File: src/logic/exec_cfg.svh
`ifndef EXEC_CFG_SVH
`define EXEC_CFG_SVH

// Operand and result width, one machine word
`define EXEC_WIDTH 32

// Overflow, above, equal, below, between, collision, error
`define FLAG_COUNT 7

// BFJ operand layout inside data2
`define BFJ_MASK_LSB  0    // Flag select bits 0 to 6
`define BFJ_VALUE_LSB 7    // Required values in bits 7 to 13

`endif

File: src/logic/execPkg.sv
`include "exec_cfg.svh"

package execPkg;

    // ALU opcodes, code 0 left unnamed and treated as invalid
    typedef enum logic [3:0] {
        ALU_ADD = 4'd1,
        ALU_SUB = 4'd2,
        ALU_MUL = 4'd3,
        ALU_DIV = 4'd4,
        ALU_MOV = 4'd5,
        ALU_SLW = 4'd6,
        ALU_AND = 4'd7,
        ALU_OR  = 4'd8,
        ALU_SHL = 4'd9,
        ALU_SHR = 4'd10,
        ALU_CMP = 4'd11,
        ALU_NOT = 4'd12,
        ALU_JMP = 4'd13,
        ALU_BFJ = 4'd14,
        ALU_NOP = 4'd15
    } aluOp_e;

    // Condition flags, overflow is the MSB and error bit 0
    typedef struct packed {
        logic overflow;
        logic above;
        logic equal;
        logic below;
        logic between;     // Set from outside only
        logic collision;   // Set from outside only
        logic error;
    } aluFlags_t;

    typedef struct packed {
        aluOp_e                         op;
        logic signed [`EXEC_WIDTH-1:0]  data1;
        logic signed [`EXEC_WIDTH-1:0]  data2;
    } issueReq_t;

    typedef struct packed {
        logic signed [`EXEC_WIDTH-1:0]  result;
        logic                           zero;    // Branch taken
        aluFlags_t                      flags;
    } execResp_t;

endpackage

File: src/logic/execOutReg.sv
`timescale 1ns/1ps

module execOutReg (
    input  logic                clk,
    input  logic                rstN,
    input  logic                issueValid,
    input  execPkg::execResp_t  aluResp,
    output logic                done,
    output execPkg::execResp_t  resp
);

    // One-cycle done pulse per issue
    always_ff @(posedge clk or negedge rstN) begin
        if (!rstN) begin
            done <= 1'b0;
        end else begin
            done <= issueValid;
        end
    end

    // Response holds until the next issue overwrites it
    always_ff @(posedge clk or negedge rstN) begin
        if (!rstN) begin
            resp <= '0;
        end else if (issueValid) begin
            resp <= aluResp;
        end
    end

endmodule

File: config.mk
export PLATFORM = sky130hd
export DESIGN_NAME = execOutReg
export DESIGN_NICKNAME = d
export VERILOG_FILES = /design/src/logic/execPkg.sv /design/src/logic/execOutReg.sv
export VERILOG_INCLUDE_DIRS = /design/src /design/src/logic
export SDC_FILE = /design/constraint.sdc
export NUM_CORES = 1
export LEC_CHECK = 0
export BUFFER_PORTS_ARGS = -buffer_cell sky130_fd_sc_hd__buf_2
export CORE_ASPECT_RATIO = 0.5
export CORE_UTILIZATION = 45
export DETAILED_ROUTE_END_ITERATION = 16
export PLACE_DENSITY = 0.92
export SLEW_MARGIN = 20
export SYNTH_ARGS = -nofsm -noshare
export SYNTH_HDL_FRONTEND = slang
export SYNTH_SLANG_ARGS = --single-unit
File: constraint.sdc
create_clock -name clk -period 1.6 [get_ports clk]
set_input_delay 0.32 -clock clk [delete_from_list [all_inputs] [get_ports clk]]
set_output_delay 0.32 -clock clk [all_outputs]
set_load 0.02 [all_outputs]
-- Word level (Yosys, flattened, before mapping)
Cells that the tools add are included.
- register bits: 41
- input port bits: 43
- output and inout bits: 41
- logic and storage cells: 10

-- Depth between registers and ports, before layout
Gate-level depths: netlist of run 1.
- word-level depth: 0
- mapped depth: 2
- gate-level depth less buffers: 1

-- Worst setup path after synthesis of run 1
Ideal clock, no wire load.
- path type: input-to-reg
- from: input port issueValid
- to: register resp[0] in the netlist's numbering
- setup time: 0.125 ns
- arrival: 0.752 ns
- required time: 1.475 ns
- slack: 0.723 ns
- stages on the path: 2
- path buffers: 1
- path through: buf_6 -> mux2_2
- RTL lines (what ; line ; source):
    start, declared ; execOutReg.sv:6 ; input logic issueValid,
    end signal, assigned ; execOutReg.sv:26 ; resp <= aluResp;
    end, declared ; execOutReg.sv:9 ; output execPkg::execResp_t resp
No word-level cell between the ends.

-- Worst setup path after layout of run 1
- from: register resp[24] in the netlist's numbering
- to: output port resp[24] in the netlist's numbering
No word-level cell between the ends.

==> reports/summary.log, run 1 <==
INFO  status         failed_checks=DRC
INFO  critical_path  worstSetupStartpointType=flop
INFO  power          power_frac_seq=0.513
INFO  timing         slew_violations=0
INFO  critical_path  timing.critical_path.max_delay_family=flip-flops
INFO  global_routing grt_most_used_layer=met2
INFO  floorplanning  die_w=84.2microns
INFO  place          placement.io_buffers=83
INFO  hold_path      holdCritPathClass=primary input to flop
INFO  logic_synthesis syn-cell-area=0.00152sqmm
INFO  logic_synthesis synthesis_stage_register_bit_count=41
INFO  power          internal-power=1.68mW
INFO  global_routing first_global_vias=1110
INFO  layout         final_util=0.670
INFO  place          place_congestion=0.693
INFO  clock_network  insertion_delay=280ps
INFO  floorplanning  fp.dieH=43.1microns
INFO  critical_path  timing.critical_path.from=resp[24]
INFO  global_routing grt_antenna_before_repair=0
INFO  timing         worstMarginPinSlew=418ps
INFO  power          power_per_unit_of_standard_cell_area=1110mW/mm^2
INFO  logic_synthesis netlist.top_cell.by_area=sky130_fd_sc_hd__dfrtp_1
INFO  logic_synthesis synth.top_cell.area_share=0.674
INFO  global_routing global_route_wire_length_before_repair=4970microns
INFO  floorplanning  num_io_pins=84
INFO  power          vdd_drop_max=0.000579V
INFO  floorplanning  row_count=14
INFO  hold_path      worstHoldStart=aluResp[31]
INFO  timing         setup_repair_after_global_routing_missed_its_margin=no
INFO  clock_network  tritoncts=yes
INFO  timing         final-hold-violation-count=0
INFO  critical_path  cp_slowest_cell=sky130_fd_sc_hd__dfrtp_1
INFO  timing         fin_tns_setup=0ps
INFO  power          power.combinational.fraction=0.196
INFO  power          power.clock.fraction=0.290
INFO  floorplanning  total_die_area=0.00363sqmm
INFO  routing        via_count=1015
INFO  routing        drt_wl_total=2970microns
INFO  critical_path  worstPathBufferInverterCount=1
INFO  timing         slew_headroom=0.721
INFO  global_routing grt_use_met1=0.203
INFO  critical_path  timing.critical_path.slowest_cell_delay=390ps
INFO  logic_synthesis ys_top_cells_by_area=sky130_fd_sc_hd__dfrtp_1, sky130_fd_sc_hd__mux2_2, sky130_fd_sc_hd__buf_6
INFO  critical_path  worst-endpoint-arrival=840ps
INFO  timing         period_share=0.725
INFO  critical_path  path_class=flop to output pin
INFO  routing        via_density=4.74
INFO  critical_path  ff2ff_path_depth=1
INFO  timing         setup_viol=0
INFO  floorplanning  start_util=0.491
INFO  critical_path  worst-path-max-fanout=2
INFO  layout         antennaDiodeCount=0
INFO  critical_path  reg2reg_from=resp[24]
INFO  timing         fin_skew=0ps
INFO  critical_path  cp.required=1280ps
INFO  global_routing grt_max_degree=42
INFO  logic_synthesis synthesis.yosys.warnings=0
INFO  critical_path  setup_crit_end_kind=output pin
INFO  clock_network  cts_made_buffers=5
INFO  logic_synthesis post_synth_num_cell_types=3
INFO  logic_synthesis postSynthNetCount=128
INFO  power          power_switching=625uW
INFO  clock_network  clock_tree.buffer_depth=2
INFO  clock_network  clock_sinks=41
INFO  global_routing globalRoute.totalOverflow=0
INFO  job            cap_violations=0
INFO  timing         maxClockFrequency=862MHz
INFO  clock_network  h-tree-depth=2
INFO  clock_network  cts.reportedPaths.clkPinSlew=70ps
INFO  logic_synthesis postSynthCellCount=85
INFO  power          leakage=1.03nW
INFO  layout         post_route_cells_drive_above_1_share=0.753
INFO  critical_path  cp_cell_sequence=buf_2
INFO  routing        wl_per_cell=13.9microns
INFO  global_routing use_met3=0.0545
INFO  timing         finalWorstPathRequiredPeriod=1160ps
INFO  floorplanning  core=0.00310sqmm
INFO  clock_network  clockRootBuffer=sky130_fd_sc_hd__clkbuf_8
INFO  logic_synthesis synthesis.area_per_instance=17.9squm
INFO  power          switching_portion_of_total_power=0.271
INFO  status         status=finished with violations
INFO  layout         layout-area-overhead-vs-synth=36.6%
INFO  routing        remaining_drc_errors=4
INFO  routing        final_ant_viol_nets=0
INFO  global_routing use_met2=0.330
INFO  critical_path  timing.critical_path.depth=1
INFO  routing        drt-initial-drc-count=40
INFO  layout         final_nets=217
INFO  logic_synthesis synth_seq_area_share=0.674
INFO  global_routing grt_util_all_layers=0.183
INFO  hold_path      hold-path-cell-count=2
INFO  routing        drt_first_pass_iters=10
repair_timing:
action                                  in CTS  in global routing
endpoints found under the hold margin       17                  0
resized for setup                            0                  0
endpoints found under the setup margin       0                  0
buffers inserted                             0                  0
hold buffers                                 1                  0
state kept, by name, summed over array words and instances, names as in the netlist:
signal / count
resp: 40
done: 1
power by group through the flow:
stage	Clock, mW	Combinational (mW)	Sequential, mW
after floorplan	0	0.127	1.34
after global placement	0	0.445	1.20
after detailed placement	0	0.458	1.21
after CTS	0.693	0.460	1.19
after global routing	0.729	0.485	1.20
final	0.671	0.453	1.19
final cells by class:
cell class	instances	area (sq um)
Clock buffer	7	86.3
Fill cell	214	1020
Multi-Input combinational cell	40	450
Sequential cell	41	1030
Tap cell	40	50.0
Timing Repair Buffer	86	465
cells in the mapped netlist, drive strengths merged:
master  count
buf         4
dfrtp      41
mux2       40
cell families (layout without fill, tap and decap cells):
group	after synthesis	count (layout)	share of synthesized area
DFF	41	41	0.674
muxes	40	40	0.296
buffers and inverters	4	93	0.0296
final timing paths:
check	end	slack, ps
max	resp[24]	440
min	resp[31]	260
max reg2reg	resp[24]	830
min reg2reg	resp[18]	500
max in group asynchronous	resp[4]	640
min in group asynchronous	resp[6]	500
per-layer routing:
metal	wire length (microns)	vias up
met5	0	-
met4	50	0
met3	118	7
met2	1650	24
met1	1150	510
li1	-	474
cell usage in the layout, fill, tap and decap left out, drive strengths merged:
| cell | n |
|---|---|
| buf | 85 |
| dfrtp | 41 |
| mux2 | 40 |
| clkbuf | 7 |
| dlygate4sd3 | 1 |
metrics by stage:
stage / area [sq um] / setup WS [ps] / std cells / hold WS (ps) / total power [mW]
after global routing: 2080 / 397 / 214 / 252 / 2.41
final: 2080 / 440 / 214 / 259 / 2.31
after global placement: 1980 / 469 / 206 / 269 / 1.65
after floorplan: 1520 / 723 / 85 / 24.4 / 1.46
after CTS: 2080 / 422 / 214 / 249 / 2.34
after detailed placement: 1980 / 442 / 206 / 281 / 1.66
Power figures use the tool's default switching activity.
==> inputs of run 2 (changes only) <==
--- a/config.mk
+++ b/config.mk
@@ -6,11 +6,12 @@
 export SDC_FILE = /design/constraint.sdc
 export NUM_CORES = 1
 export LEC_CHECK = 0
+export ABC_AREA = 1
 export BUFFER_PORTS_ARGS = -buffer_cell sky130_fd_sc_hd__buf_2
 export CORE_ASPECT_RATIO = 0.5
-export CORE_UTILIZATION = 45
+export CORE_UTILIZATION = 44
 export DETAILED_ROUTE_END_ITERATION = 16
-export PLACE_DENSITY = 0.92
+export PLACE_DENSITY = 0.89
 export SLEW_MARGIN = 20
 export SYNTH_ARGS = -nofsm -noshare
 export SYNTH_HDL_FRONTEND = slang
==> constraint.sdc (replaced) <==
create_clock -name clk -period 1.1 [get_ports clk]
set_input_delay 0.22 -clock clk [delete_from_list [all_inputs] [get_ports clk]]
set_output_delay 0.22 -clock clk [all_outputs]
set_load 0.02 [all_outputs]
==> run 2 against run 1 <==
Net effect:
- flip-flop and latch count unchanged
- wire length increased by 15%
- synthesized cell count increased by 100%
- core utilization decreased by 6.2 points
- clock power increased by 35%
- design area increased by 2.2%
- global-route usage decreased by 0.67 points
- the flow now finishes without violations
- largest cell class unchanged
- first-iteration DRC count increased by 110%
- combinational power increased by 35%
- total power increased by 40%
- critical path type unchanged
- worst hold slack got worse by 120 ps
- clock-buffer cell count increased by 1
==> reports/summary.log, run 2 <==
INFO  job            cap_violations=0
INFO  logic_synthesis syn-cell-area=0.00163sqmm
INFO  logic_synthesis post_synth_num_cell_types=7
INFO  critical_path  cp_slowest_cell=sky130_fd_sc_hd__dfrtp_1
INFO  layout         largest_register_ffs=40
INFO  timing         finalWorstPathRequiredPeriod=1060ps
INFO  logic_synthesis synth.most_common_cell=sky130_fd_sc_hd__nand2_1
INFO  clock_network  h-tree-depth=2
INFO  logic_synthesis synth_compound_area_frac=0
INFO  clock_network  tritoncts=yes
INFO  place          placement.io_buffers=83
INFO  critical_path  timing.critical_path.max_delay_family=flip-flops
INFO  layout         final_common_cell=sky130_fd_sc_hd__nand2_1
INFO  layout         registers.top_by_ff_count=resp
INFO  power          vdd_drop_max=0.000598V
INFO  timing         fin_skew=0ps
INFO  critical_path  timing.critical_path.slowest_cell_delay=400ps
INFO  logic_synthesis synth_adder_area_share=0
INFO  timing         setup_repair_after_global_routing_missed_its_margin=no
INFO  logic_synthesis synth.cells.most_frequent=sky130_fd_sc_hd__nand2_1, sky130_fd_sc_hd__dfrtp_1, sky130_fd_sc_hd__nand2_2
INFO  global_routing first_global_vias=1208
INFO  layout         layout_top_registers=resp: 40 flops, done: 1 flops
INFO  global_routing global_route_wire_length_before_repair=5150microns
INFO  global_routing grt_antenna_before_repair=0
INFO  critical_path  worstPathBufferInverterCount=1
INFO  timing         setup_viol=0
INFO  clock_network  insertion_delay=280ps
INFO  global_routing grt_util_all_layers=0.176
INFO  critical_path  setup_crit_end_kind=output pin
INFO  routing        final_ant_viol_nets=0
INFO  logic_synthesis ys_top_cells_by_area=sky130_fd_sc_hd__dfrtp_1, sky130_fd_sc_hd__nand2_1, sky130_fd_sc_hd__nand2_2
INFO  timing         worstMarginPinSlew=284ps
INFO  floorplanning  num_io_pins=84
INFO  status         status=finished, final reports clean
INFO  routing        via_density=4.33
INFO  clock_network  cts.reportedPaths.clkPinSlew=70ps
INFO  global_routing globalRoute.totalOverflow=0
INFO  layout         layout-area-overhead-vs-synth=30.3%
INFO  logic_synthesis synth_edf_count=0
INFO  logic_synthesis postSynthCellCount=171
INFO  critical_path  cp_cell_sequence=buf_2
INFO  logic_synthesis share_of_cell_area_taken_by_muxes_after_synthesis=0
INFO  routing        drt_wl_total=3420microns
INFO  logic_synthesis synth_seq_area_share=0.629
INFO  routing        drt-initial-drc-count=84
INFO  logic_synthesis synthesis.yosys.warnings=0
INFO  clock_network  clock_sinks=41
INFO  timing         final-hold-violation-count=0
INFO  floorplanning  row_count=15
INFO  logic_synthesis dominant_synthesized_flop_cell=sky130_fd_sc_hd__dfrtp_1
INFO  logic_synthesis async_reset_ff_frac=1.00
INFO  floorplanning  core=0.00349sqmm
INFO  timing         fin_tns_setup=0ps
INFO  layout         layout_fillers=322
INFO  power          power_per_unit_of_standard_cell_area=1520mW/mm^2
INFO  logic_synthesis synth_top_family_by_area=simple AND/OR/NAND/NOR gates
INFO  logic_synthesis netlist.top_cell.by_area=sky130_fd_sc_hd__dfrtp_1
INFO  clock_network  clockRootBuffer=sky130_fd_sc_hd__clkbuf_8
INFO  power          finalPower=3.23mW
INFO  floorplanning  die_w=88.1microns
INFO  critical_path  cp.required=880ps
INFO  critical_path  worstSetupStartpointType=flop
INFO  critical_path  path_class=flop to output pin
INFO  logic_synthesis synthesis_stage_register_bit_count=41
INFO  routing        wl_per_cell=11.1microns
INFO  floorplanning  fp.dieH=45.0microns
INFO  critical_path  worst-endpoint-arrival=840ps
INFO  timing         maxClockFrequency=940MHz
INFO  clock_network  clock_tree.buffer_depth=2
INFO  timing         final.hold.worst_slack=136ps
INFO  routing        via_count=1338
INFO  logic_synthesis synth.top_cell.area_share=0.629
INFO  floorplanning  start_util=0.467
INFO  logic_synthesis synth_xor_xnor_area_share=0
INFO  layout         final_nets=300
INFO  timing         period_share=0.967
INFO  layout         antennaDiodeCount=0
INFO  logic_synthesis postSynthNetCount=214
INFO  floorplanning  total_die_area=0.00397sqmm
INFO  place          place_congestion=0.751
INFO  logic_synthesis synthesis.area_per_instance=9.53squm
INFO  routing        drt_first_pass_iters=6
INFO  routing        remaining_drc_errors=0
INFO  critical_path  worst-path-max-fanout=2
INFO  layout         most-common-layout-cells=sky130_fd_sc_hd__nand2_1, sky130_fd_sc_hd__buf_2, sky130_fd_sc_hd__dfrtp_1
INFO  clock_network  cts_made_buffers=5
INFO  logic_synthesis post_synth_and_or_nand_nor_area_fraction=0.292
INFO  timing         slew_violations=0
INFO  hold_path      holdCritPathClass=primary input to flop
INFO  power          leakage=1.26nW
INFO  layout         post_route_cells_drive_above_1_share=0.399
INFO  place          dp_hpwl=2520microns
INFO  timing         slew_headroom=0.811
INFO  global_routing grt_max_degree=42
==> run 2: cell count changes in the layout (fill, tap and decap cells not counted) <==
| cell | delta |
|---|---|
| sky130_fd_sc_hd__buf_12 | -1 |
| sky130_fd_sc_hd__nand2_2 | +10 |
| sky130_fd_sc_hd__inv_8 | +1 |
| sky130_fd_sc_hd__clkbuf_1 | +2 |
| sky130_fd_sc_hd__clkbuf_8 | -1 |
| sky130_fd_sc_hd__mux2_2 | -40 |
| sky130_fd_sc_hd__buf_4 | +3 |
| sky130_fd_sc_hd__nand2_1 | +110 |
==> run 2: final timing paths <==
| path | start | endpoint | slack, ps | depth (start not counted) |
|---|---|---|---|---|
| max | resp[28] | resp[28] | 40 | 1 |
| min | aluResp[14] | resp[14] | 140 | 3 |
| max reg2reg | resp[21] | resp[21] | 450 | 2 |
| min reg2reg | resp[26] | resp[26] | 470 | 2 |
| max in group asynchronous | rstN | resp[33] | 470 | 3 |
| min in group asynchronous | rstN | resp[16] | 430 | 3 |
==> run 2: layer usage <==
layer | part of all wire | GRT usage
met1 | 0.44 | 0.209
met2 | 0.53 | 0.330
met3 | 0.022 | 0.0384
met4 | 0.0050 | 0.0581
met5 | 0 | 0
==> run 2: stage by stage <==
stage	setup slack (ps)	std cells	cell area, sq um	utilization
finish	36.4	309	2120	0.609
global route	11.7	309	2120	0.609
CTS	30.7	309	2120	0.609
detailed placement	159	300	2030	0.583
global placement	204	300	2030	0.583
floorplan	395	171	1630	-
==> run 2: cell type report <==
type,instances,area [sq um],share of cell area
timing repair buffer,88,468,0.220
inverter,1,11.3,0.00530
multi-input combinational,120,475,0.224
tap,51,63.8,0.0300
sequential,41,1030,0.483
clock buffer,8,80.1,0.0377
==> run 2: kinds of logic after synthesis <==
family	Yosys count
and+or+nand+nor	120
DFF	41
buffers and inverters	10
==> run 2: power breakdown <==
part           switching (mW)  leakage (nW)  internal [mW]
sequential             0.0735         0.499           1.64
combinational           0.391         0.726          0.222
clock                   0.458        0.0395          0.451
total                   0.923          1.26           2.31
==> run 2: timing repair <==
action / CTS / global route
hold buffers: 1 / 0
resized for setup: 0 / 0
buffers inserted: 0 / 0
endpoints found under the hold margin: 41 / 0
