**config.mk**
```make
export PLATFORM = sky130hd
export DESIGN_NAME = flagStore
export DESIGN_NICKNAME = d
export VERILOG_FILES = /design/src/logic/execPkg.sv /design/src/logic/flagStore.sv
export VERILOG_INCLUDE_DIRS = /design/src /design/src/logic
export SDC_FILE = /design/constraint.sdc
export NUM_CORES = 1
export LEC_CHECK = 0
export ABC_CLOCK_PERIOD_IN_PS = 800
export BUFFER_PORTS_ARGS = -buffer_cell sky130_fd_sc_hd__buf_2
export CAP_MARGIN = 20
export CORE_AREA = 2 2 39 41
export DETAILED_ROUTE_END_ITERATION = 16
export DIE_AREA = 0 0 41 43
export PLACE_DENSITY = 0.68
export SYNTH_ARGS = -nofsm -noshare
export SYNTH_HDL_FRONTEND = slang
export SYNTH_SLANG_ARGS = --single-unit
```
**constraint.sdc**
```tcl
create_clock -name clk -period 0.8 [get_ports clk]
set_input_delay 0.04 -clock clk [delete_from_list [all_inputs] [get_ports clk]]
set_output_delay 0.04 -clock clk [all_outputs]
set_load 0.01 [all_outputs]
```
**src/logic/exec_cfg.svh**
```systemverilog
`ifndef EXEC_CFG_SVH
`define EXEC_CFG_SVH

// Operand and result width, one machine word
`define EXEC_WIDTH 32

// Overflow, above, equal, below, between, collision, error
`define FLAG_COUNT 7

// BFJ operand layout inside data2
`define BFJ_MASK_LSB  0    // Flag select bits 0 to 6
`define BFJ_VALUE_LSB 7    // Required values in bits 7 to 13

`endif

```
**src/logic/execPkg.sv**
```systemverilog
`include "exec_cfg.svh"

package execPkg;

    // ALU opcodes, code 0 left unnamed and treated as invalid
    typedef enum logic [3:0] {
        ALU_ADD = 4'd1,
        ALU_SUB = 4'd2,
        ALU_MUL = 4'd3,
        ALU_DIV = 4'd4,
        ALU_MOV = 4'd5,
        ALU_SLW = 4'd6,
        ALU_AND = 4'd7,
        ALU_OR  = 4'd8,
        ALU_SHL = 4'd9,
        ALU_SHR = 4'd10,
        ALU_CMP = 4'd11,
        ALU_NOT = 4'd12,
        ALU_JMP = 4'd13,
        ALU_BFJ = 4'd14,
        ALU_NOP = 4'd15
    } aluOp_e;

    // Condition flags, overflow is the MSB and error bit 0
    typedef struct packed {
        logic overflow;
        logic above;
        logic equal;
        logic below;
        logic between;     // Set from outside only
        logic collision;   // Set from outside only
        logic error;
    } aluFlags_t;

    typedef struct packed {
        aluOp_e                         op;
        logic signed [`EXEC_WIDTH-1:0]  data1;
        logic signed [`EXEC_WIDTH-1:0]  data2;
    } issueReq_t;

    typedef struct packed {
        logic signed [`EXEC_WIDTH-1:0]  result;
        logic                           zero;    // Branch taken
        aluFlags_t                      flags;
    } execResp_t;

endpackage

```
**src/logic/flagStore.sv**
```systemverilog
`timescale 1ns/1ps

module flagStore (
    input  logic                clk,
    input  logic                rstN,
    input  logic                issueValid,
    input  execPkg::aluOp_e     op,
    input  execPkg::aluFlags_t  newFlags,
    input  logic                flagsWrite,
    input  execPkg::aluFlags_t  flagsIn,
    output execPkg::aluFlags_t  storedFlags
);
    import execPkg::*;

    logic updatesFlags;

    // Arithmetic, compare and invalid codes refresh the flags
    always_comb begin
        case (op)
            ALU_ADD, ALU_SUB, ALU_MUL, ALU_DIV, ALU_CMP: begin
                updatesFlags = 1'b1;
            end
            ALU_MOV, ALU_SLW, ALU_AND, ALU_OR, ALU_NOT,
            ALU_SHL, ALU_SHR, ALU_JMP, ALU_BFJ, ALU_NOP: begin
                updatesFlags = 1'b0;
            end
            default: begin
                updatesFlags = 1'b1;     // Invalid opcode records its error
            end
        endcase
    end

    always_ff @(posedge clk or negedge rstN) begin
        if (!rstN) begin
            storedFlags <= '0;
        end else if (flagsWrite) begin
            storedFlags <= flagsIn;      // External write beats the ALU
        end else if (issueValid && updatesFlags) begin
            storedFlags <= newFlags;
        end
    end

endmodule

```
=== Word-level counts from Yosys, hierarchy flattened ===
Memories as Yosys holds them, arrays and structs flattened.
Cells that the tools add are included.

* Multiplexer cells: 2
* Reduce and logical (&&, ||, !) cells: 2

{| class="wikitable"
|+ Operators by type and width
! cell !! number
|-
| 2-to-1 mux 7 bit || 2
|-
| nonzero test 2 bit || 1
|-
| logical AND 1 bit || 1
|}

* Bits in registers: 7
* Memories kept: 1
* Logic and storage cells: 12
* Output and inout port bits: 7
* ROM bits: 16

{| class="wikitable"
|+ Memories
! name !! depth !! width !! read ports !! clocked after Yosys merged registers in !! write ports !! line !! source
|-
| (no name shown) || 16 || 1 || 1 || 0 || 0 || flagStore.sv:19 || <nowiki>case (op)</nowiki>
|}

=== Depth between registers and ports, before layout ===
Gate-level depths: netlist (run 1).
An unclocked memory read counts as a cell.

* Depth in word-level cells: 4
* Gate-level depth with buffers: 3
* Mapped depth without buffers: 3

=== Worst setup path before layout (run 1) ===
OpenSTA, ideal clock, no wires.

* Kind: input -> register
* From: input port op[1]
* To: register storedFlags[0] (netlist name)
* Setup time: 125 ps
* Arrival: 999 ps
* Stages: 3
* Slack: -324 ps
* Data required time: 675 ps
* Cells stage by stage: and4b_4 -> a311oi_4 -> mux2_2

* Word-level cells in the longest chain between the ends: 3

{| class="wikitable"
|+ RTL lines
! element !! line !! source
|-
| from (decl) || flagStore.sv:7 || <nowiki>input execPkg::aluOp_e op,</nowiki>
|-
| memory read (16 x 1 bit) || n/a ||
|-
| logical AND 1 bit || flagStore.sv:38 || <nowiki>end else if (issueValid && updatesFlags) begin</nowiki>
|-
| nonzero test 2 bit (no line) || n/a ||
|-
| to (signal assigned) || flagStore.sv:37 || <nowiki>storedFlags <= flagsIn;</nowiki>
|-
| to (signal assigned) || flagStore.sv:39 || <nowiki>storedFlags <= newFlags;</nowiki>
|-
| to (decl) || flagStore.sv:11 || <nowiki>output execPkg::aluFlags_t storedFlags</nowiki>
|}

Every way passes these cells.
A chain may end at the register's enable or synchronous reset.

=== Worst setup path in the final report (run 1) ===
* From: input port op[1]
* To: register storedFlags[4] (netlist name)

The elaborated chain is that of the path after synthesis.

==> impl_metrics.csv, run 1 <==
group,metric,value,unit
setup_path,required,0.93,ns
worst_hold_path,hold_class,"input pin to register",
setup_path,crit_chain,"buf_6, and4b_4, a311oi_4, buf_6, mux2_2",
logic_synthesis,syn_area_per_cell,14.82,µm²
finish,final-seq-area,175.2,µm²
logic_synthesis,syn_area,385.4,µm²
outcome,violations,"setup timing",
timing,worstMarginPinSlew,0.2420,ns
logic_synthesis,synth.ff_latch_count,7,
setup_path,endpoint_kind,"register",
grt,grt_max_degree,8,
timing,worst_slack,-0.1248,ns
setup_path,critPathLaunch,"op[1]",
logic_synthesis,synth_fp_nets,48,
detailed_routing,dr_total_vias,372,
clock_tree,clk_pin_slew_worst_paths,0.05,ns
logic_synthesis,yosysWarnings,0,
outcome,status,"finished with violations",
setup_path,worst_path_max_delay_cell,"mux2_2",
floorplan,die_w,41,µm
timing,finalCritPeriodShare,115.6,%
finish,final_nets,84,
setup_path,crit_arrival,1.06,ns
placement,dp_cells,72,
power,powerDensity,1645,nW/µm²
clock_tree,insertion_delay,0.25,ns
grt,grt.total_usage,13.81,%
grt,grt_pass1_wl,1538,µm
grt,overflow,0,
logic_synthesis,synth_area_leaders,"dfrtp_1 (45%), mux2_2 (41%), a311oi_4 (6.8%)",
finish,multi_input_area,221.5,µm²
floorplan,pin_count,29,
clock_tree,cts_tree,"yes",
timing,skew,0,ns
floorplan,rows,14,
timing,fin_crit,0.9248,ns
finish,fill_cells,129,
logic_synthesis,syn_inst,26,
grt,grt_antenna_before_repair,0,
setup_path,crit_end,"storedFlags[4]$_DFFE_PN0P_",
setup_path,reg2reg_from,"storedFlags[5]$_DFFE_PN0P_",
logic_synthesis,synth_top_area_share,45.45,%
finish,synthToLayoutAreaGrowth,66.56,%
floorplan,dieArea,1763,µm²
placement,place.port_buffers,28,
placement,dp_hpwl,764.8,µm
finish,regMostFlops,"storedFlags",
logic_synthesis,yosysSeqAreaShare,45.45,%
timing,setup_viol,12,
clock_tree,cts-root-buf,"clkbuf_4",
grt,grt_pass1_vias,342,
setup_path,cp_max_fo,7,
timing,slew_headroom,83.76,%
detailed_routing,wl_per_cell,14.47,µm
finish,instances_no_fill,77,
job,drv_cap,0,
setup_path,critPathMaxStageDelay,0.33,ns
placement,place.gp.congestion,0.6709,
setup_path,timing.rr.end,"storedFlags[5]$_DFFE_PN0P_",
floorplan,core,1384,µm²
logic_synthesis,synth_cell_type_count,7,
detailed_routing,ant_nets,0,
setup_path,reg2reg_slack,0.03,ns
detailed_routing,remaining_drc_errors,0,
logic_synthesis,yosys.area.top_type,"dfrtp_1",
setup_path,path_class,"input pin to register",
floorplan,fp.dieH,43,µm
timing,finalHoldViolations,0,
power,power,1.056,mW
detailed_routing,initialDrtViolationCount,5,
detailed_routing,drt-total-wl,1114,µm
finish,largest_register_ffs,7,
detailed_routing,routed_via_density,4.831,
finish,layout-drive-gt1-share,81.97,%
finish,largestRegisters,"storedFlags (7)",
clock_tree,cts_inserted_buffers,3,
detailed_routing,first_pass_iters,4,
clock_tree,htreeDepth,1,
setup_path,path_common_cell,"buf_6",
finish,antenna_cells,0,
clock_tree,cts_buffer_depth,2,
timing,timing.fmax,1081,MHz
power,ir_drop,877.5,µV
timing,rsz0062_at_grt,"yes",
clock_tree,cts.sinks,7,
floorplan,start_util,27.85,%
setup_path,start_kind,"input pin",
setup_path,worstRegToRegCells,1,
timing,final_max_slew_viol_count,0,
power,p_leak,0.3221,nW
-- synthesized netlist by cell type --
cell      number
and4b_4        1
inv_1          1
buf_1          1
dfrtp_1        7
o21ai_0        1
a311oi_4       1
mux2_2        14
-- routing by layer --
layer	GRT usage [%]	share of wire, %	vias to the layer above
met4	6.000	0.36	0
li1	-	-	170
met3	6.283	4.6	2
met1	14.67	36	189
met2	22.19	59	11
met5	0	0	-
-- area by class of cell --
type | instances | area share (%)
flip-flops and latches | 7 | 27.29
clock buffers | 4 | 4.094
inverters | 1 | 0.5848
well taps | 16 | 3.119
repair buffers | 32 | 30.41
multi-input cells | 17 | 34.50
-- power breakdown --
| group | leakage (nW) | switching (mW) | internal (mW) |
|---|---|---|---|
| clock network | 0.0150 | 0.121 | 0.190 |
| registers | 0.0817 | 0.0275 | 0.403 |
| logic | 0.225 | 0.123 | 0.192 |
| total | 0.322 | 0.271 | 0.785 |
-- repair_timing --
action,4_1_cts,5_1_grt
hold buffers,1,0
endpoints found under the hold margin,7,0
setup buffers,0,0
gates resized for setup,8,1
endpoints found under the setup margin,14,14
gates cloned,0,0
-- cell usage in the layout (no fill, tap or decap), drive strengths merged --
master,netlist,routed
o21ai,1,1
inv,1,1
and4b,1,1
dlygate4sd3,0,1
clkbuf,0,4
a311oi,1,1
buf,1,31
dfrtp,7,7
mux2,14,14
-- cells by family after synthesis --
group | Yosys count | synth area share (%)
simple gates | 1 | 3.571
flops | 7 | 45.46
buf+inv | 2 | 1.946
compound gates | 2 | 8.117
mux | 14 | 40.91
-- critical path: cells and delay by family --
| kind | cells | cell delay [ns] |
|---|---|---|
| mux | 1 | 0.33 |
| simple gates | 1 | 0.20 |
| buf+inv | 2 | 0.27 |
| compound gates | 1 | 0.20 |
-- stage by stage --
step / TNS (ns) / util, % / cell area, µm² / setup slack [ns] / hold slack [ns]
floorplan: -1.950 / - / 396.6 / -0.2850 / -0.2556
global placement: -2.649 / 41.05 / 568.0 / -0.3857 / -0.1224
detailed placement: -2.819 / 41.05 / 568.0 / -0.4176 / -0.1221
CTS: -0.7115 / 46.11 / 638.1 / -0.1025 / 0.1426
global route: -1.107 / 46.38 / 641.9 / -0.1579 / 0.1614
finish: -0.7898 / 46.38 / 641.9 / -0.1248 / 0.1500
-- worst min path at each step --
stage | from | end | cells after the start
floorplan | rstN | storedFlags[0]$_DFFE_PN0P_ | 0
global route | flagsIn[3] | storedFlags[3]$_DFFE_PN0P_ | 3
detailed placement | rstN | storedFlags[6]$_DFFE_PN0P_ | 1
finish | newFlags[1] | storedFlags[1]$_DFFE_PN0P_ | 3
CTS | newFlags[1] | storedFlags[1]$_DFFE_PN0P_ | 3
global placement | rstN | storedFlags[1]$_DFFE_PN0P_ | 1
(Power assumes the default switching activity.)
==> inputs of run 2 (changes only) <==
Settings changed: PLACE_DENSITY 0.68 to default, PLACE_DENSITY_LB_ADDON from default to 0.25.
==> run 2 against run 1 <==
Compared with the run above:
- the flow still finishes with violations (setup timing)
- global-route usage down 3.2 points
- clock power up 3%
- final cell count up 1.3%
- setup slack better by 0.0022 ns
- wire length down 28%
- largest cell class unchanged
- critical path type unchanged
- largest power group unchanged
- hold slack worse by 0.0015 ns
==> impl_metrics.csv, run 2 (synthesis gave the netlist of run 1 again) <==
group,metric,value,unit
outcome,status,"finished with violations",
outcome,violations,"setup timing",
floorplan,rows,14,
grt,grt_pass1_wl,1262,µm
grt,overflow,0,
finish,mostFrequentLayoutCell,"buf_2",
placement,dp_hpwl,668,µm
detailed_routing,routed_via_density,4.346,
floorplan,die_w,41,µm
finish,largestRegisters,"storedFlags (7)",
detailed_routing,remaining_drc_errors,0,
placement,placed_cell_area,575.6,µm²
timing,slew_headroom,83.77,%
job,drv_cap,0,
timing,final_max_slew_viol_count,0,
timing,skew,0,ns
timing,final.setup.tns,-0.7102,ns
setup_path,path_common_cell,"buf_6",
setup_path,path_delay_family,"multiplexers",
setup_path,endpoint_kind,"register",
setup_path,timing.rr.end,"storedFlags[6]$_DFFE_PN0P_",
grt,grt_max_degree,8,
placement,place.gp.congestion,0.6277,
finish,regMostFlops,"storedFlags",
finish,antenna_cells,0,
floorplan,start_util,27.85,%
power,p_leak,0.3313,nW
timing,fin_crit,0.9225,ns
detailed_routing,initialDrtViolationCount,1,
clock_tree,clk_pin_slew_worst_paths,0.05,ns
power,switching_share,24.80,%
worst_hold_path,hold_start,"newFlags[2]",
timing,worstMarginPinSlew,0.2434,ns
setup_path,critPathLaunch,"op[1]",
finish,fill_cells,138,
detailed_routing,first_pass_iters,2,
clock_tree,cts_tree,"yes",
finish,largest_register_ffs,7,
setup_path,required,0.93,ns
timing,hold_ws,0.1485,ns
setup_path,worst_path_max_delay_cell,"mux2_2",
setup_path,crit_buf_inv,2,
finish,final_cell_mix,"buf_2 (23), mux2_2 (9), dfrtp_1 (7)",
power,ir_drop,743.1,µV
floorplan,core,1384,µm²
timing,rsz0062_at_grt,"yes",
setup_path,crit_arrival,1.05,ns
clock_tree,cts.sinks,7,
setup_path,start_kind,"input pin",
finish,synthToLayoutAreaGrowth,71.75,%
placement,dp_cells,73,
setup_path,crit_chain,"buf_6, and4b_4, a311oi_4, buf_6, mux2_2",
setup_path,cp_max_fo,5,
finish,final_cell_area,661.9,µm²
detailed_routing,wl_per_cell,10.35,µm
power,p_switching,0.2652,mW
finish,fin_util,47.83,%
worst_hold_path,hold_class,"input pin to register",
clock_tree,post-cts-setup-buffers,0,
worst_hold_path,worst_hold_path.num_cells,3,
detailed_routing,drt-total-wl,807,µm
power,clock_power_share,29.8,%
timing,finalCritPeriodShare,115.3,%
setup_path,reg2reg_slack,0.04,ns
timing,finalHoldViolations,0,
setup_path,critPathMaxStageDelay,0.32,ns
clock_tree,insertion_delay,0.24,ns
placement,place.port_buffers,28,
setup_path,worstRegToRegCells,1,
power,seqPwrFrac,40.1,%
finish,layout-drive-gt1-share,82.26,%
setup_path,path_class,"input pin to register",
detailed_routing,dr_total_vias,339,
clock_tree,cts-root-buf,"clkbuf_4",
clock_tree,htreeDepth,1,
power,p_int,0.8039,mW
grt,grt_antenna_before_repair,0,
floorplan,dieArea,1763,µm²
finish,instances_no_fill,78,
grt,grt_pass1_vias,328,
timing,timing.fmax,1084,MHz
clock_tree,cts_buffer_depth,2,
finish,final_nets,85,
grt,grt.total_usage,10.64,%
timing,worst_slack,-0.1225,ns
detailed_routing,ant_nets,0,
power,powerDensity,1615,nW/µm²
setup_path,reg2reg_from,"storedFlags[6]$_DFFE_PN0P_",
clock_tree,cts_inserted_buffers,3,
floorplan,pin_count,29,
worst_hold_path,min_to,"storedFlags[2]$_DFFE_PN0P_",
timing,setup_viol,9,
power,p_comb_share,30.1,%
floorplan,fp.dieH,43,µm
[run 2: changes by cell type in the layout (fill, tap and decap cells not counted), sizes merged]
cell / change
buf: +1
[run 2: final cells by class]
type,instances,area (µm²),area share [%]
sequential,7,175.2,26.47
tap,16,20.02,3.025
inverter,1,3.754,0.5671
multi-input combinational,17,221.5,33.46
timing repair buffer,33,215.2,32.51
clock buffer,4,26.28,3.970
[run 2: layer usage]
| metal | part of all wire, % | global-route usage (%) | wire length, µm |
|---|---|---|---|
| met1 | 43 | 14.24 | 348 |
| met2 | 43 | 14.06 | 351 |
| met3 | 13 | 4.188 | 107 |
| met4 | 0 | 6.000 | 0 |
| met5 | 0 | 0 | 0 |
[run 2: worst max path at each step]
stage                                 endpoint  cells after the start
CTS                 storedFlags[0]$_DFFE_PN0P_                      5
floorplan           storedFlags[0]$_DFFE_PN0P_                      3
detailed placement  storedFlags[5]$_DFFE_PN0P_                      5
global route        storedFlags[2]$_DFFE_PN0P_                      5
finish              storedFlags[0]$_DFFE_PN0P_                      5
global placement    storedFlags[0]$_DFFE_PN0P_                      5
[run 2: per-stage QoR]
step                      power, mW  worst slack (ns)
after global routing          1.138           -0.1513
after CTS                     1.066           -0.1184
after detailed placement     0.7030           -0.4091
after floorplan              0.5723           -0.2850
after global placement       0.6995           -0.3989
final                         1.069           -0.1225
[run 2: power groups by stage]
stage                     registers (mW)  clock network (mW)  logic [mW]
final                              0.429               0.318       0.322
after global placement             0.430                   0       0.270
after CTS                          0.425               0.329       0.312
after detailed placement           0.429                   0       0.274
after global routing               0.435               0.354       0.349
after floorplan                    0.454                   0       0.118
[run 2: repair_timing]
action                                  4_1_cts  5_1_grt
resized for setup                             9        2
pin swaps                                     0        0
hold buffers                                  1        0
endpoints found under the setup margin       11       14
endpoints found under the hold margin         7        0
==> inputs of run 3 (changes only) <==
Settings changed: PLACE_DENSITY from default to 0.63, PLACE_DENSITY_LB_ADDON 0.25 to default.
==> run 3 against run 2 <==
Compared with the run above:
- sequential power about the same
- register-to-register slack about the same
- flip-flop and latch count is the same
- largest cell class unchanged
- clock power shrank 4%
- wire length grew 15%
- sequential share of layout area stayed put
- highest routed layer is now met4
- first-iteration DRC count rose by 100%
- clock-buffer cell count is the same
- via count grew 1.2%
- critical endpoint unchanged
- final cell count fell by 1.3%
- the flow still finishes with violations (setup timing)
==> impl_metrics.csv, run 3 (synthesis gave the netlist of run 1 again) <==
group,metric,value,unit
timing,finalCritPeriodShare,114.1,%
setup_path,worst_path_max_delay_cell,"mux2_4",
grt,grt_antenna_before_repair,0,
grt,grt_pass1_wl,1504,µm
power,p_leak,0.3345,nW
timing,skew,0,ns
detailed_routing,ant_nets,0,
outcome,status,"finished with violations",
grt,grt_max_degree,8,
clock_tree,cts_buffer_depth,2,
clock_tree,post-cts-setup-buffers,0,
grt,grt_pass1_vias,359,
power,power,1.065,mW
power,switching_share,24.56,%
clock_tree,htreeDepth,1,
timing,final_max_slew_viol_count,0,
job,drv_cap,0,
timing,rsz0062_at_grt,"yes",
floorplan,core,1384,µm²
setup_path,required,0.92,ns
floorplan,die_w,41,µm
clock_tree,cts_tree,"yes",
timing,timing.fmax,1096,MHz
detailed_routing,wl_per_cell,12.01,µm
power,p_comb_share,30.9,%
detailed_routing,initialDrtViolationCount,2,
power,p_switching,0.2615,mW
detailed_routing,routed_via_density,4.455,
placement,dp_hpwl,747.1,µm
setup_path,critPathMaxStageDelay,0.31,ns
setup_path,path_common_cell,"buf_6",
detailed_routing,remaining_drc_errors,0,
grt,overflow,0,
setup_path,endpoint_kind,"register",
finish,synthToLayoutAreaGrowth,71.75,%
setup_path,path_class,"input pin to register",
setup_path,crit_arrival,1.04,ns
worst_hold_path,hold_class,"input pin to async pin",
timing,fin_crit,0.9128,ns
finish,final_cell_mix,"buf_2 (23), mux2_2 (7), mux2_4 (7), dfrtp_1 (7), buf_6 (6)",
clock_tree,cts-root-buf,"clkbuf_4",
floorplan,rows,14,
setup_path,start_kind,"input pin",
grt,grt.total_usage,13.08,%
clock_tree,cts_inserted_buffers,3,
detailed_routing,first_pass_iters,2,
timing,setup_viol,9,
floorplan,dieArea,1763,µm²
clock_tree,clk_pin_slew_worst_paths,0.05,ns
setup_path,cp_max_fo,7,
power,powerDensity,1609,nW/µm²
power,seqPwrFrac,40.4,%
detailed_routing,drt-total-wl,925,µm
floorplan,fp.dieH,43,µm
finish,final_nets,84,
placement,place.gp.congestion,0.6668,
finish,fill_cells,128,
power,clock_power_share,28.6,%
timing,finalHoldViolations,0,
timing,slew_headroom,85.38,%
setup_path,crit_chain,"buf_6, and4b_4, a311oi_4, buf_6, mux2_4",
finish,regMostFlops,"storedFlags",
outcome,violations,"setup timing",
timing,worstMarginPinSlew,0.2179,ns
power,p_int,0.8033,mW
detailed_routing,dr_total_vias,343,
floorplan,pin_count,29,
finish,mostFrequentLayoutCell,"buf_2",
power,ir_drop,884.6,µV
finish,layout-drive-gt1-share,81.97,%
finish,antenna_cells,0,
finish,largest_register_ffs,7,
placement,place.port_buffers,28,
placement,dp_slack,-0.4180,ns
clock_tree,cts.sinks,7,
timing,worst_slack,-0.1128,ns
clock_tree,insertion_delay,0.24,ns
floorplan,start_util,27.85,%
finish,largestRegisters,"storedFlags (7)",
-- run 3: stage by stage --
step | instances | TNS, ns | util [%] | hold WS [ns] | instance area, µm²
floorplan | 26 | -1.950 | - | -0.2556 | 396.6
global placement | 72 | -2.729 | 41.05 | -0.1232 | 568.0
detailed placement | 72 | -2.777 | 41.05 | -0.1213 | 568.0
CTS | 77 | -0.7184 | 46.11 | 0.1447 | 638.1
global route | 77 | -1.201 | 47.83 | 0.1703 | 661.9
finish | 77 | -0.7195 | 47.83 | 0.1589 | 661.9
-- run 3: final cells by class --
| cell class | count | area, µm² | share of cell area [%] |
|---|---|---|---|
| multi-input cells | 17 | 229.0 | 34.59 |
| inverters | 1 | 3.754 | 0.5671 |
| clock buffers | 4 | 26.28 | 3.970 |
| well taps | 16 | 20.02 | 3.025 |
| flip-flops and latches | 7 | 175.2 | 26.47 |
| repair buffers | 32 | 207.7 | 31.38 |
-- run 3: critical path: cells and delay by family --
family / cells / cell delay, ns
buf+inv: 2 / 0.28
compound gates: 1 / 0.20
mux: 1 / 0.31
simple gates: 1 / 0.20
-- run 3: power by group through the flow --
stage	registers [mW]	clock network, mW	logic, mW
after detailed placement	0.433	0	0.275
final	0.431	0.305	0.329
after floorplan	0.454	0	0.118
after global routing	0.437	0.333	0.355
after global placement	0.431	0	0.269
after CTS	0.428	0.325	0.307
-- run 3: routing by layer --
metal / GRT usage, % / wire [µm] / vias up
met5: 0 / 0 / -
met3: 4.712 / 40 / 2
li1: - / - / 167
met2: 21.56 / 536 / 6
met1: 13.95 / 343 / 168
met4: 6.000 / 4 / 0
-- run 3: worst paths after layout --
kind | startpoint | endpoint | slack (ns) | cells past startpoint
hold / removal | rstN | storedFlags[1]$_DFFE_PN0P_ | 0.16 | 2
hold reg to reg | storedFlags[1]$_DFFE_PN0P_ | storedFlags[1]$_DFFE_PN0P_ | 0.51 | 1
setup / recovery | op[1] | storedFlags[0]$_DFFE_PN0P_ | -0.11 | 5
min in group clk | flagsIn[4] | storedFlags[4]$_DFFE_PN0P_ | 0.16 | 3
setup reg to reg | storedFlags[0]$_DFFE_PN0P_ | storedFlags[0]$_DFFE_PN0P_ | 0.03 | 1
max in group asynchronous | rstN | storedFlags[0]$_DFFE_PN0P_ | 0.49 | 2
-- run 3: timing repair --
item                       4_1_cts  5_1_grt
hold endpoints to repair         7        0
gates cloned                     0        0
pin swaps                        0        1
resized for setup                8        5
hold buffers                     1        0
setup endpoints to repair       14       14
